<file path="src/hw/avm_pkg.sv">
`default_nettype none

package avm_pkg;

    // Serial port registers, word aligned.
    localparam logic [4:0] RX_ADDR     = 5'd0;
    localparam logic [4:0] TX_ADDR     = 5'd4;
    localparam logic [4:0] STATUS_ADDR = 5'd8;

    localparam int TX_OK_BIT = 6; // Transmitter can take a byte.
    localparam int RX_OK_BIT = 7; // Receiver holds a byte.

    typedef enum logic [2:0] {
        READ_READY,
        GET_N,
        GET_D,
        GET_ENC,
        WAIT_CORE,
        WRITE_READY,
        SEND
    } wrap_state_e;

    // Request side of an Avalon-MM master, held until waitrequest drops.
    typedef struct packed {
        logic [4:0] address;
        logic       read;
        logic       write;
    } avm_req_t;

endpackage

`default_nettype wire

</file>
<file path="src/hw/rsa_pkg.sv">
`default_nettype none

package rsa_pkg;

    // Operand width used when the top level does not override KEY_BITS.
    localparam int KEY_BITS_DEF = 256;

    // Everything the core needs for one decryption, latched by the wrapper.
    typedef struct packed {
        logic [KEY_BITS_DEF-1:0] n; // Modulus, must be odd.
        logic [KEY_BITS_DEF-1:0] d; // Private exponent.
        logic [KEY_BITS_DEF-1:0] a; // Ciphertext, below n.
    } rsa_operands_t;

    typedef enum logic [1:0] {
        IDLE,
        PREP,  // Bringing the ciphertext into the Montgomery domain.
        ROUND, // One square and one conditional multiply per exponent bit.
        DONE
    } core_state_e;

endpackage

`default_nettype wire

</file>
<file path="src/hw/rsa_wrapper.sv">
`timescale 1ns/1ps
`default_nettype none

module rsa_wrapper #(
    parameter int KEY_BITS = rsa_pkg::KEY_BITS_DEF
) (
    input  logic                   avm_clk,
    input  logic                   avm_rst,
    output logic [4:0]             address,
    output logic                   read,
    output logic                   write,
    input  logic [31:0]            readdata,
    output logic [31:0]            writedata,
    input  logic                   waitrequest,
    output rsa_pkg::rsa_operands_t operands,
    output logic                   core_start,
    input  logic [KEY_BITS-1:0]    core_result,
    input  logic                   core_done
);

    localparam int BYTES = KEY_BITS / 8;
    localparam int CW    = $clog2(3 * BYTES + 1);
    localparam int FB    = rsa_pkg::KEY_BITS_DEF;

    localparam avm_pkg::avm_req_t STATUS_RD = '{avm_pkg::STATUS_ADDR, 1'b1, 1'b0};
    localparam avm_pkg::avm_req_t RX_RD     = '{avm_pkg::RX_ADDR, 1'b1, 1'b0};
    localparam avm_pkg::avm_req_t TX_WR     = '{avm_pkg::TX_ADDR, 1'b0, 1'b1};
    localparam avm_pkg::avm_req_t NO_REQ    = '{avm_pkg::STATUS_ADDR, 1'b0, 1'b0};

    avm_pkg::wrap_state_e state;
    avm_pkg::avm_req_t    req;
    logic [CW-1:0]        cnt;
    logic [KEY_BITS-1:0]  dec;
    logic [7:0]           rx_byte;
    logic                 xfer_done;
    logic                 last_in;
    logic                 last_out;

    assign address   = req.address;
    assign read      = req.read;
    assign write     = req.write;
    assign writedata = {24'd0, dec[KEY_BITS-9 -: 8]}; // Top byte of the result is never sent.
    assign rx_byte   = readdata[7:0];
    assign xfer_done = (req.read || req.write) && !waitrequest;
    assign last_in   = (cnt == CW'(3 * BYTES - 1));
    assign last_out  = (cnt == CW'(BYTES - 2));

    always_ff @(posedge avm_clk or posedge avm_rst) begin
        if (avm_rst) begin
            state      <= avm_pkg::READ_READY;
            req        <= STATUS_RD;
            cnt        <= '0;
            core_start <= 1'b0;
        end else begin
            core_start <= 1'b0;
            case (state)
                avm_pkg::READ_READY: begin
                    if (xfer_done && readdata[avm_pkg::RX_OK_BIT]) begin
                        req <= RX_RD;
                        if (cnt < CW'(BYTES)) begin
                            state <= avm_pkg::GET_N;
                        end else if (cnt < CW'(2 * BYTES)) begin
                            state <= avm_pkg::GET_D;
                        end else begin
                            state <= avm_pkg::GET_ENC;
                        end
                    end
                end
                avm_pkg::GET_N, avm_pkg::GET_D, avm_pkg::GET_ENC: begin
                    if (xfer_done) begin
                        if (last_in) begin
                            req        <= NO_REQ; // Bus stays quiet while the core runs.
                            cnt        <= '0;
                            core_start <= 1'b1;
                            state      <= avm_pkg::WAIT_CORE;
                        end else begin
                            req   <= STATUS_RD;
                            cnt   <= cnt + 1'b1;
                            state <= avm_pkg::READ_READY;
                        end
                    end
                end
                avm_pkg::WAIT_CORE: begin
                    if (core_done) begin
                        req   <= STATUS_RD;
                        state <= avm_pkg::WRITE_READY;
                    end
                end
                avm_pkg::WRITE_READY: begin
                    if (xfer_done && readdata[avm_pkg::TX_OK_BIT]) begin
                        req   <= TX_WR;
                        state <= avm_pkg::SEND;
                    end
                end
                avm_pkg::SEND: begin
                    if (xfer_done) begin
                        req <= STATUS_RD;
                        if (last_out) begin
                            cnt   <= '0;
                            state <= avm_pkg::READ_READY; // Next message brings new keys.
                        end else begin
                            cnt   <= cnt + 1'b1;
                            state <= avm_pkg::WRITE_READY;
                        end
                    end
                end
                default: begin
                    req   <= STATUS_RD;
                    state <= avm_pkg::READ_READY;
                end
            endcase
        end
    end

    // Operands arrive most significant byte first and are shifted in from the right.
    always_ff @(posedge avm_clk) begin
        if (xfer_done) begin
            case (state)
                avm_pkg::GET_N:   operands.n <= {operands.n[FB-9:0], rx_byte};
                avm_pkg::GET_D:   operands.d <= {operands.d[FB-9:0], rx_byte};
                avm_pkg::GET_ENC: operands.a <= {operands.a[FB-9:0], rx_byte};
                avm_pkg::SEND:    dec <= dec << 8;
                default: ;
            endcase
        end
        if (state == avm_pkg::WAIT_CORE && core_done) begin
            dec <= core_result;
        end
    end

endmodule

`default_nettype wire

</file>
<file path="config.mk">
export PLATFORM = sky130hd
export DESIGN_NAME = rsa_wrapper
export DESIGN_NICKNAME = d
export VERILOG_FILES = /design/src/hw/avm_pkg.sv /design/src/hw/rsa_pkg.sv /design/src/hw/rsa_wrapper.sv
export SDC_FILE = /design/constraint.sdc
export NUM_CORES = 1
export LEC_CHECK = 0
export ABC_CLOCK_PERIOD_IN_PS = 16000
export BUFFER_PORTS_ARGS = -buffer_cell sky130_fd_sc_hd__buf_2
export CORE_AREA = 2 2 422 424
export CTS_BUF_LIST = sky130_fd_sc_hd__clkbuf_8 sky130_fd_sc_hd__clkbuf_16
export CTS_CLUSTER_SIZE = 10
export DETAILED_ROUTE_END_ITERATION = 10
export DIE_AREA = 0 0 424 426
export PLACE_DENSITY = 0.45
export SYNTH_ARGS = -nofsm -noshare
export SYNTH_HDL_FRONTEND = slang
export SYNTH_SLANG_ARGS = --single-unit
</file>
<file path="constraint.sdc">
create_clock -name avm_clk -period 16 [get_ports avm_clk]
set_input_delay 3.2 -clock avm_clk [delete_from_list [all_inputs] [get_ports avm_clk]]
set_output_delay 3.2 -clock avm_clk [all_outputs]
set_load 0.01 [all_outputs]
</file>
==> impl_metrics.toml, run 1 <==
[run_status]
status = "completed"

[cts]
cts_hold_buf = 0
clkSlewWorstSetupHoldPaths_ps = 60
cts_num_sinks = 1030
cts_buffers = 120
cts_buffer_depth = 3
cts_tree = "built"
h-tree-depth = 3
cts_setup_buffers = 0
clock_latency_ps = 750
ctsResizeCount = 0
cts-root-buf = "clkbuf_16"

[global_route]
antenna_found_initial = 35
grt_first_pass_wirelength_um = 146000
first_global_vias = 17600
gr-total-overflow = 0
globalRouteTotalUtil_pct = 11.6
grt_max_degree = 171

[worst_setup_path]
reg2reg_slack_ps = 11050
worst_r2r_startpoint = "state[1]"
crit_chain = "buf_2 -> nand2_1 -> nor2_8 -> buf_4 -> buf_4 -> buf_4 -> mux2_2"
critPathKind = "primary input to flip-flop"
cp.arrival_ps = 7300
cp_slowest_cell = "nor2_8"
cp_common_cell = "buf_4"
required_ps = 16500
worst-path-max-fanout = 69
slowest_delay_ps = 940
critical_path_buf_inv_count = 4
cp-start-kind = "primary input"
r2r-end = "dec[243]"
critPathTopFamily = "buffers and inverters"
ff2ff_path_depth = 6
worstSetupEndpointType = "flip-flop"

[yosys]
yosysSeqAreaShare_pct = 88.7
synth_edf_count = 1016
ys_types = 48
avgSynthCellArea_um2 = 24.3
ys_warn_count = 0
synth_top_area_share_pct = 87.7
synth_top_area_cell = "edfxtp_1"
synth_area_leaders = "edfxtp_1, mux2_1, mux2_2"
synth_area_mm2 = 0.0348
synth-async-reset-ratio_pct = 1.36
synth_ff_type = "edfxtp_1"
netlist_instances = 1432
synth-seq-cells = 1030

[placed_design]
place_congestion = 0.858
io_buffer_count = 1040
post-place-ws_ps = 8300
hpwl_um = 85200

[floorplanning]
ios = 1100
dieArea_mm2 = 0.181
initial_core_util_pct = 19.8
die-width_um = 424
core_mm2 = 0.176
std_cell_rows = 154
die_y_um = 426

[drt]
wl_per_cell_um = 22.5
first_pass_iters = 5
drtIter0Drc = 1086
vias = 17900
via_per_inst = 3.62
drc = 0
final_antenna_net_count = 0
routed_wl_um = 111000

[layout]
area_growth_syn_to_layout_pct = 32.2
multiInputGateArea_mm2 = 0.00345
drive_above_1_share_pct = 47.8
seq_area_mm2 = 0.0309
fin_nets = 2862
fillerInstances = 18000

[timing]
rsz0062_at_grt = "no"
fmax_ghz = 0.147
setup_viol = 0
clock_skew_ps = 47.4
final_max_slew_viol_count = 0
min_period_ps = 6810
worstMarginPinSlew_ps = 1140
timing.slew.headroom_pct = 24.1
hold_viol = 0
setup_ws_ps = 9190
period_share_pct = 42.5
timing.setup.tns_ps = 0

[hold_path]
hp-start = "operands[523]"
holdPathStages = 0
hp-class = "flip-flop to flip-flop"
min_delay_worst_endpoint = "operands[531]"

[power]
p_per_area_mw_per_mm2 = 132
power.leakage_uw = 0.0152
finalPower_uw = 6090
ir_drop_mv = 0.0806

[run]
maxCapViolCount = 0
[state kept, by name (all words and copies together) (netlist names)]
register,flops
state,3
operands,768
read,1
cnt,7
core_start,1
address,2
dec,248
[worst register-to-register path, cell delays in order (launching register included)]
cell and delay, ps:
dfrtp_1 500, or2_1 460, nor2_8 910, buf_4 890, buf_4 760, buf_4 750
mux2_2 470
[synthesized netlist by cell type, drive strengths merged (2+ instances only)]
library cell / n
mux2i: 2
nand3: 4
mux2: 243
or3: 2
nand2b: 2
a21oi: 9
nand4: 4
and2: 9
edfxtp: 1016
nor2: 10
o21bai: 2
o31ai: 2
ha: 2
dfrtp: 12
buf: 68
nand2: 13
o21ai: 6
inv: 4
dfstp: 2
nor4: 2
[power breakdown]
part / internal, µW / switching (µW) / leakage (µW)
Clock: 1380 / 1060 / 0.00175
Combinational: 127 / 274 / 0.00482
Sequential: 3150 / 97.4 / 0.00862
Total: 4660 / 1430 / 0.0152
[through the flow]
stage          area, µm²  hold WS, ps  util [%]  cells
2_1_floorplan      34900          487         -   1458
3_3_place_gp       42600          425      24.2   4786
3_5_place_dp       42600          426      24.2   4786
4_1_cts            46000          413      26.2   4954
5_1_grt            46000          427      26.2   4959
6_report           46000          415      26.2   4960
[worst max path at each step]
| stage | endpoint | startpoint | cells after the start |
|---|---|---|---|
| after CTS | dec[243] | core_done | 7 |
| after global placement | dec[243] | core_done | 7 |
| after floorplan | operands[0] | waitrequest | 3 |
| after global routing | dec[235] | core_done | 7 |
| after detailed placement | dec[243] | core_done | 7 |
| final | dec[243] | core_done | 7 |
[layer usage]
layer  wire (µm)  track usage, %  vias up
met1       38900            12.2     9128
met2       60500            21.5      694
met5         222               0        -
met3        8720            4.08      184
met4        3040            3.89       36
li1            -               -     7894
[kinds of logic after synthesis]
| logic type | Yosys count | share of synthesized area (%) |
|---|---|---|
| AO/OA/AOI/OAI | 26 | 0.568 |
| XOR/XNOR | 1 | 0.0252 |
| adder cells (fa/ha/maj) | 2 | 0.0719 |
| buffers and inverters | 73 | 1.80 |
| flip-flops | 1030 | 88.7 |
| multiplexers | 245 | 7.95 |
| other | 1 | 0.0108 |
| AND/OR/NAND/NOR | 54 | 0.902 |
[cells in the final DEF (no fill, tap or decap), types with 3 or more instances in the layout]
cell type,count
clkinv_16,4
buf_4,14
mux2_1,201
diode_2,6
clkbuf_16,120
nand4_1,4
inv_1,28
buf_2,1040
edfxtp_1,1016
conb_1,27
a21oi_1,7
o21ai_0,6
dfrtp_1,12
nor2_4,3
and2_1,9
mux2_2,39
clkinv_1,7
nor2_1,6
nand2_1,12
mux2_4,3
nand3_1,3
clkinv_2,5
[cell type report]
cell class | instances | area share, %
well taps | 2340 | 6.36
inverters | 5 | 0.0408
diodes | 6 | 0.0326
clock inverters | 46 | 0.807
flip-flops and latches | 1030 | 67.1
repair buffers | 1056 | 11.6
clock buffers | 122 | 6.58
multi-input cells | 355 | 7.50
Power figures use the tool's default switching activity.
==> run 2, diff against run 1 <==
- ABC_AREA: default -> 1
- ABC_CLOCK_PERIOD_IN_PS: 16000 -> 6900
- CORE_AREA: 2 2 422 424 -> 2 2 423 425
- DIE_AREA: 0 0 424 426 -> 0 0 425 427
- clock period: 16 -> 6.9 ns (I/O delays scaled with it)
==> impl_metrics.toml, run 2 <==
[run_status]
status = "completed"

[cts]
cts_hold_buf = 0
cts_num_sinks = 1030
cts_buffer_depth = 3
clkSlewWorstSetupHoldPaths_ps = 60
cts-root-buf = "clkbuf_16"
cts_setup_buffers = 0
cts_tree = "built"
cts_buffers = 118
ctsResizeCount = 0
h-tree-depth = 3
clock_latency_ps = 780

[placed_design]
place_congestion = 0.845
io_buffer_count = 1040
hpwl_um = 90200
dpl-instance-area_mm2 = 0.0428

[yosys]
synth_edf_count = 1016
synth-seq-cells = 1030
yosysSeqAreaShare_pct = 88.5
ys_types = 27
ys_warn_count = 0
synth_top_area_cell = "edfxtp_1"
yosysMostFrequentCell = "edfxtp_1"
netlist_instances = 1981
synth_ff_type = "edfxtp_1"
avgSynthCellArea_um2 = 17.6
synth_area_leaders = "edfxtp_1, nand2_1, buf_4"
synth_area_mm2 = 0.0349
synthTopCellsByCount = "edfxtp_1, nand2_1, buf_4, buf_2, inv_1"
synth-async-reset-ratio_pct = 1.36
synth_top_area_share_pct = 87.5

[worst_setup_path]
worst_r2r_startpoint = "state[2]"
cp-start-kind = "flip-flop"
cp.arrival_ps = 4020
ff2ff_path_depth = 7
worstSetupEndpointType = "flip-flop"
worst-path-max-fanout = 132
required_ps = 7500
r2r-end = "dec[101]"
critPathKind = "flip-flop to flip-flop"
reg2reg_slack_ps = 3480

[layout]
area_growth_syn_to_layout_pct = 32.3
drive_above_1_share_pct = 38.5
top_register = "operands"
final_common_cell = "buf_2"
fin_area_mm2 = 0.0462
largest_register_ffs = 768
fin_nets = 3389
layout_common_cells = "buf_2, edfxtp_1, nand2_1"
largest_registers = "operands (768), dec (248), cnt (7)"

[drt]
wl_per_cell_um = 22.0
first_pass_iters = 7
via_per_inst = 3.70
routed_wl_um = 121000
final_antenna_net_count = 0
drc = 0
drtIter0Drc = 1655
vias = 20400

[global_route]
gr-total-overflow = 0
grt_first_pass_wirelength_um = 158000
globalRouteTotalUtil_pct = 12.4
first_global_vias = 19100
antenna_found_initial = 23
grt_max_degree = 157

[timing]
clock_skew_ps = 87.0
final_max_slew_viol_count = 0
worstMarginPinSlew_ps = 1130
min_period_ps = 3420
setup_viol = 0
timing.slew.headroom_pct = 24.5
fmax_ghz = 0.292
period_share_pct = 49.6
timing.setup.tns_ps = 0
rsz0062_at_grt = "no"
hold_viol = 0

[power]
power.leakage_uw = 0.0171
p_per_area_mw_per_mm2 = 306
finalPower_uw = 14100
ir_drop_mv = 0.217

[hold_path]
min_delay_worst_endpoint = "operands[352]"
hp-start = "operands[344]"
holdPathStages = 0
hp-class = "flip-flop to flip-flop"

[floorplanning]
initial_core_util_pct = 19.7
die-width_um = 425
std_cell_rows = 155
dieArea_mm2 = 0.181
die_y_um = 427
ios = 1100
core_mm2 = 0.177

[run]
maxCapViolCount = 0
[run 2: cell types whose count changed in the layout (fill, tap and decap cells not counted), sizes merged, moves of 3 or more]
| cell | before | now |
|---|---|---|
| nand3 | 4 | 7 |
| mux2 | 243 | 0 |
| a21oi | 9 | 5 |
| and2 | 9 | 0 |
| inv | 31 | 43 |
| o21ai | 6 | 11 |
| nor2 | 10 | 24 |
| nand2 | 13 | 771 |
| diode | 6 | 14 |
[run 2: worst max-delay path by stage]
stage / to / start / slack [ps]
global placement: dec[61] / core_done / 2870
global route: dec[91] / state[2] / 3080
CTS: dec[61] / state[2] / 3370
finish: dec[101] / state[2] / 3480
detailed placement: dec[61] / core_done / 2870
floorplan: operands[0] / waitrequest / -3290
[run 2: per-stage QoR]
stage | setup WS (ps) | utilization, % | hold slack, ps | cells
after floorplan | -3290 | - | 480 | 2007
after global placement | 2870 | 24.1 | 424 | 5330
after detailed placement | 2870 | 24.1 | 426 | 5330
after CTS | 3370 | 26.0 | 384 | 5486
after global routing | 3080 | 26.0 | 399 | 5493
final | 3480 | 26.0 | 392 | 5500
[run 2: power breakdown]
part	switching (µW)	internal (µW)	total, µW
combinational	640	279	919
sequential	223	7270	7490
clock	2500	3210	5710
[run 2: logic make-up (layout without fill, tap and decap cells)]
| kind of cell | after synthesis | count (layout) | share of synthesized area, % |
|---|---|---|---|
| AO/OA/AOI/OAI | 17 | 17 | 0.251 |
| XOR/XNOR | 1 | 1 | 0.0251 |
| adder cells (fa/ha/maj) | 2 | 2 | 0.0717 |
| buffers and inverters | 118 | 1242 | 2.27 |
| flip-flops | 1030 | 1030 | 88.5 |
| other | 1 | 41 | 0.0107 |
| AND/OR/NAND/NOR | 812 | 812 | 8.91 |
[run 2: area by class of cell]
class,count,area [µm²]
fill,18400,131000
sequential,1030,30900
timing repair buffer,1058,5430
multi-input combinational,859,3410
clock buffer,120,2980
tap,2355,2950
clock inverter,36,403
inverter,28,113
antenna,14,35.0
[run 2: per-layer routing]
metal | GRT usage (%) | vias to the layer above | routed length (µm)
li1 | - | 9194 | -
met1 | 14.5 | 10300 | 46700
met2 | 21.9 | 714 | 62900
met3 | 3.49 | 166 | 8130
met4 | 4.19 | 10 | 3160
met5 | 0 | - | 65
[run 2: critical path, cell delays in order, from the launching register on]
cell     delay (ps)
dfrtp_1         720
nand2_2         140
inv_2           140
nand2_8         380
inv_6           860
buf_4           650
nand2_1         130
nand2_1          90
==> run 3, diff against run 2 <==
- ABC_AREA: 1 -> 0
- ABC_CLOCK_PERIOD_IN_PS: 6900 -> 3380
- CORE_AREA: 2 2 423 425 -> 2 2 422 424
- DIE_AREA: 0 0 425 427 -> 0 0 424 426
- clock period: 6.9 -> 3.38 ns (I/O delays scaled with it)
==> impl_metrics.toml, run 3 (same netlist as run 1, synthesis figures left out) <==
[run_status]
status = "completed"

[hold_path]
min_delay_worst_endpoint = "operands[3]"
hp-class = "primary input to flip-flop"
holdPathStages = 1
hp-start = "readdata[3]"

[power]
power.leakage_uw = 0.0154
p_per_area_mw_per_mm2 = 623
switching_share_pct = 24.0
clock_power_share_pct = 39.7
p_sw_uw = 6970
pwr-share-seq_pct = 53.1
ir_drop_mv = 0.404
pwr-share-comb_pct = 7.2
intPower_uw = 22100

[global_route]
globalRouteTotalUtil_pct = 12.1
antenna_found_initial = 53
gr-total-overflow = 0
grt_max_degree = 63
grt_first_pass_wirelength_um = 150000
first_global_vias = 17700

[worst_setup_path]
cp-start-kind = "flip-flop"
worstSetupEndpointType = "flip-flop"
worst-path-max-fanout = 42
ff2ff_path_depth = 4
required_ps = 3810
reg2reg_slack_ps = 920
crit_start = "state[2]"
critPathKind = "flip-flop to flip-flop"
r2r-end = "dec[71]"
worst_r2r_startpoint = "state[2]"
cp.arrival_ps = 2890

[layout]
top_register = "operands"
final_common_cell = "buf_2"
fin_nets = 2900
seq_area_mm2 = 0.0309
area_growth_syn_to_layout_pct = 34.0
multiInputGateArea_mm2 = 0.00347
fillerInstances = 18000
layout_common_cells = "buf_2, edfxtp_1, mux2_1"
largest_registers = "operands (768), dec (248), cnt (7)"
drive_above_1_share_pct = 48.8
largest_register_ffs = 768

[cts]
cts_setup_buffers = 0
cts_tree = "built"
clkSlewWorstSetupHoldPaths_ps = 60
cts_buffers = 119
cts-root-buf = "clkbuf_16"
cts_num_sinks = 1030
h-tree-depth = 3
clock_latency_ps = 770
cts_buffer_depth = 3

[floorplanning]
initial_core_util_pct = 19.8
die-width_um = 424
core_mm2 = 0.176
dieArea_mm2 = 0.181
ios = 1100
std_cell_rows = 154
die_y_um = 426

[drt]
drc = 0
vias = 18200
first_pass_iters = 5
via_per_inst = 3.65
routed_wl_um = 115000
wl_per_cell_um = 23.1
drtIter0Drc = 1303
final_antenna_net_count = 0

[timing]
hold_slack_ps = 163
timing.slew.headroom_pct = 53.4
clock_skew_ps = 92.9
period_share_pct = 72.8
fmax_ghz = 0.406
setup_viol = 0
hold_viol = 0
worstMarginPinSlew_ps = 698
final_max_slew_viol_count = 0
timing.setup.tns_ps = 0
rsz0062_at_grt = "no"
min_period_ps = 2460

[run]
maxCapViolCount = 0

[placed_design]
io_buffer_count = 1040
hpwl_um = 89800
place_congestion = 0.859
run 3: changes by cell type in the layout (fill, tap and decap cells not counted), sizes merged, moves of 3 or more:
cell,change
nor2,-14
nand2,-758
buf,+36
o21ai,-5
a21oi,+4
diode,+5
inv,-20
and2,+9
nand3,-3
mux2,+243
run 3: worst max-delay path by stage:
| stage | end | slack (ps) | cells past startpoint |
|---|---|---|---|
| floorplan | dec[0] | -1990 | 2 |
| global placement | dec[71] | 800 | 5 |
| detailed placement | dec[71] | 790 | 5 |
| CTS | dec[71] | 880 | 4 |
| global route | dec[71] | 750 | 4 |
| finish | dec[71] | 920 | 4 |
run 3: power by group through the flow:
stage / registers (µW) / clock network, µW / logic, µW
2_1_floorplan: 15900 / 0 / 496
3_3_place_gp: 15700 / 0 / 2170
3_5_place_dp: 15700 / 0 / 2170
4_1_cts: 15500 / 11900 / 2170
5_1_grt: 15500 / 12400 / 2220
6_report: 15400 / 11500 / 2100
run 3: stage by stage:
| stage | total power (µW) | worst slack (ps) | utilization, % | area (µm²) | cells |
|---|---|---|---|---|---|
| 2_1_floorplan | 16400 | -1990 | - | 35000 | 1458 |
| 3_5_place_dp | 17900 | 787 | 24.6 | 43200 | 4824 |
| 3_3_place_gp | 17900 | 800 | 24.6 | 43200 | 4824 |
| 5_1_grt | 30100 | 752 | 26.5 | 46600 | 4996 |
| 4_1_cts | 29600 | 876 | 26.5 | 46600 | 4983 |
| 6_report | 29100 | 919 | 26.5 | 46600 | 5002 |
run 3: layout make-up:
type / instances / share of cell area [%]
antenna: 19 / 0.102
clock buffer: 119 / 6.39
clock inverter: 39 / 0.845
inverter: 5 / 0.0402
multi-input combinational: 355 / 7.44
sequential: 1030 / 66.2
tap: 2340 / 6.28
timing repair buffer: 1095 / 12.7
run 3: timing repair:
action / in CTS / in global routing
setup endpoints to repair: 0 / 0
hold endpoints to repair: 12 / 0
hold buffers: 1 / 0
resized for setup: 0 / 0
run 3: worst max-delay path, stage by stage, from the launching register on:
cell and delay (ps):
dfrtp_1 570, nand2_1 330, nor2_8 570, buf_12 320, mux2_1 360
run 3: layer usage:
metal  track usage (%)  wire, µm  up-vias
met2              21.4     60400      689
met3              4.42      9000      213
met5             0.397       336        -
met4              4.83      3810       46
met1              13.0     41800     9290
li1                  -         -     8001
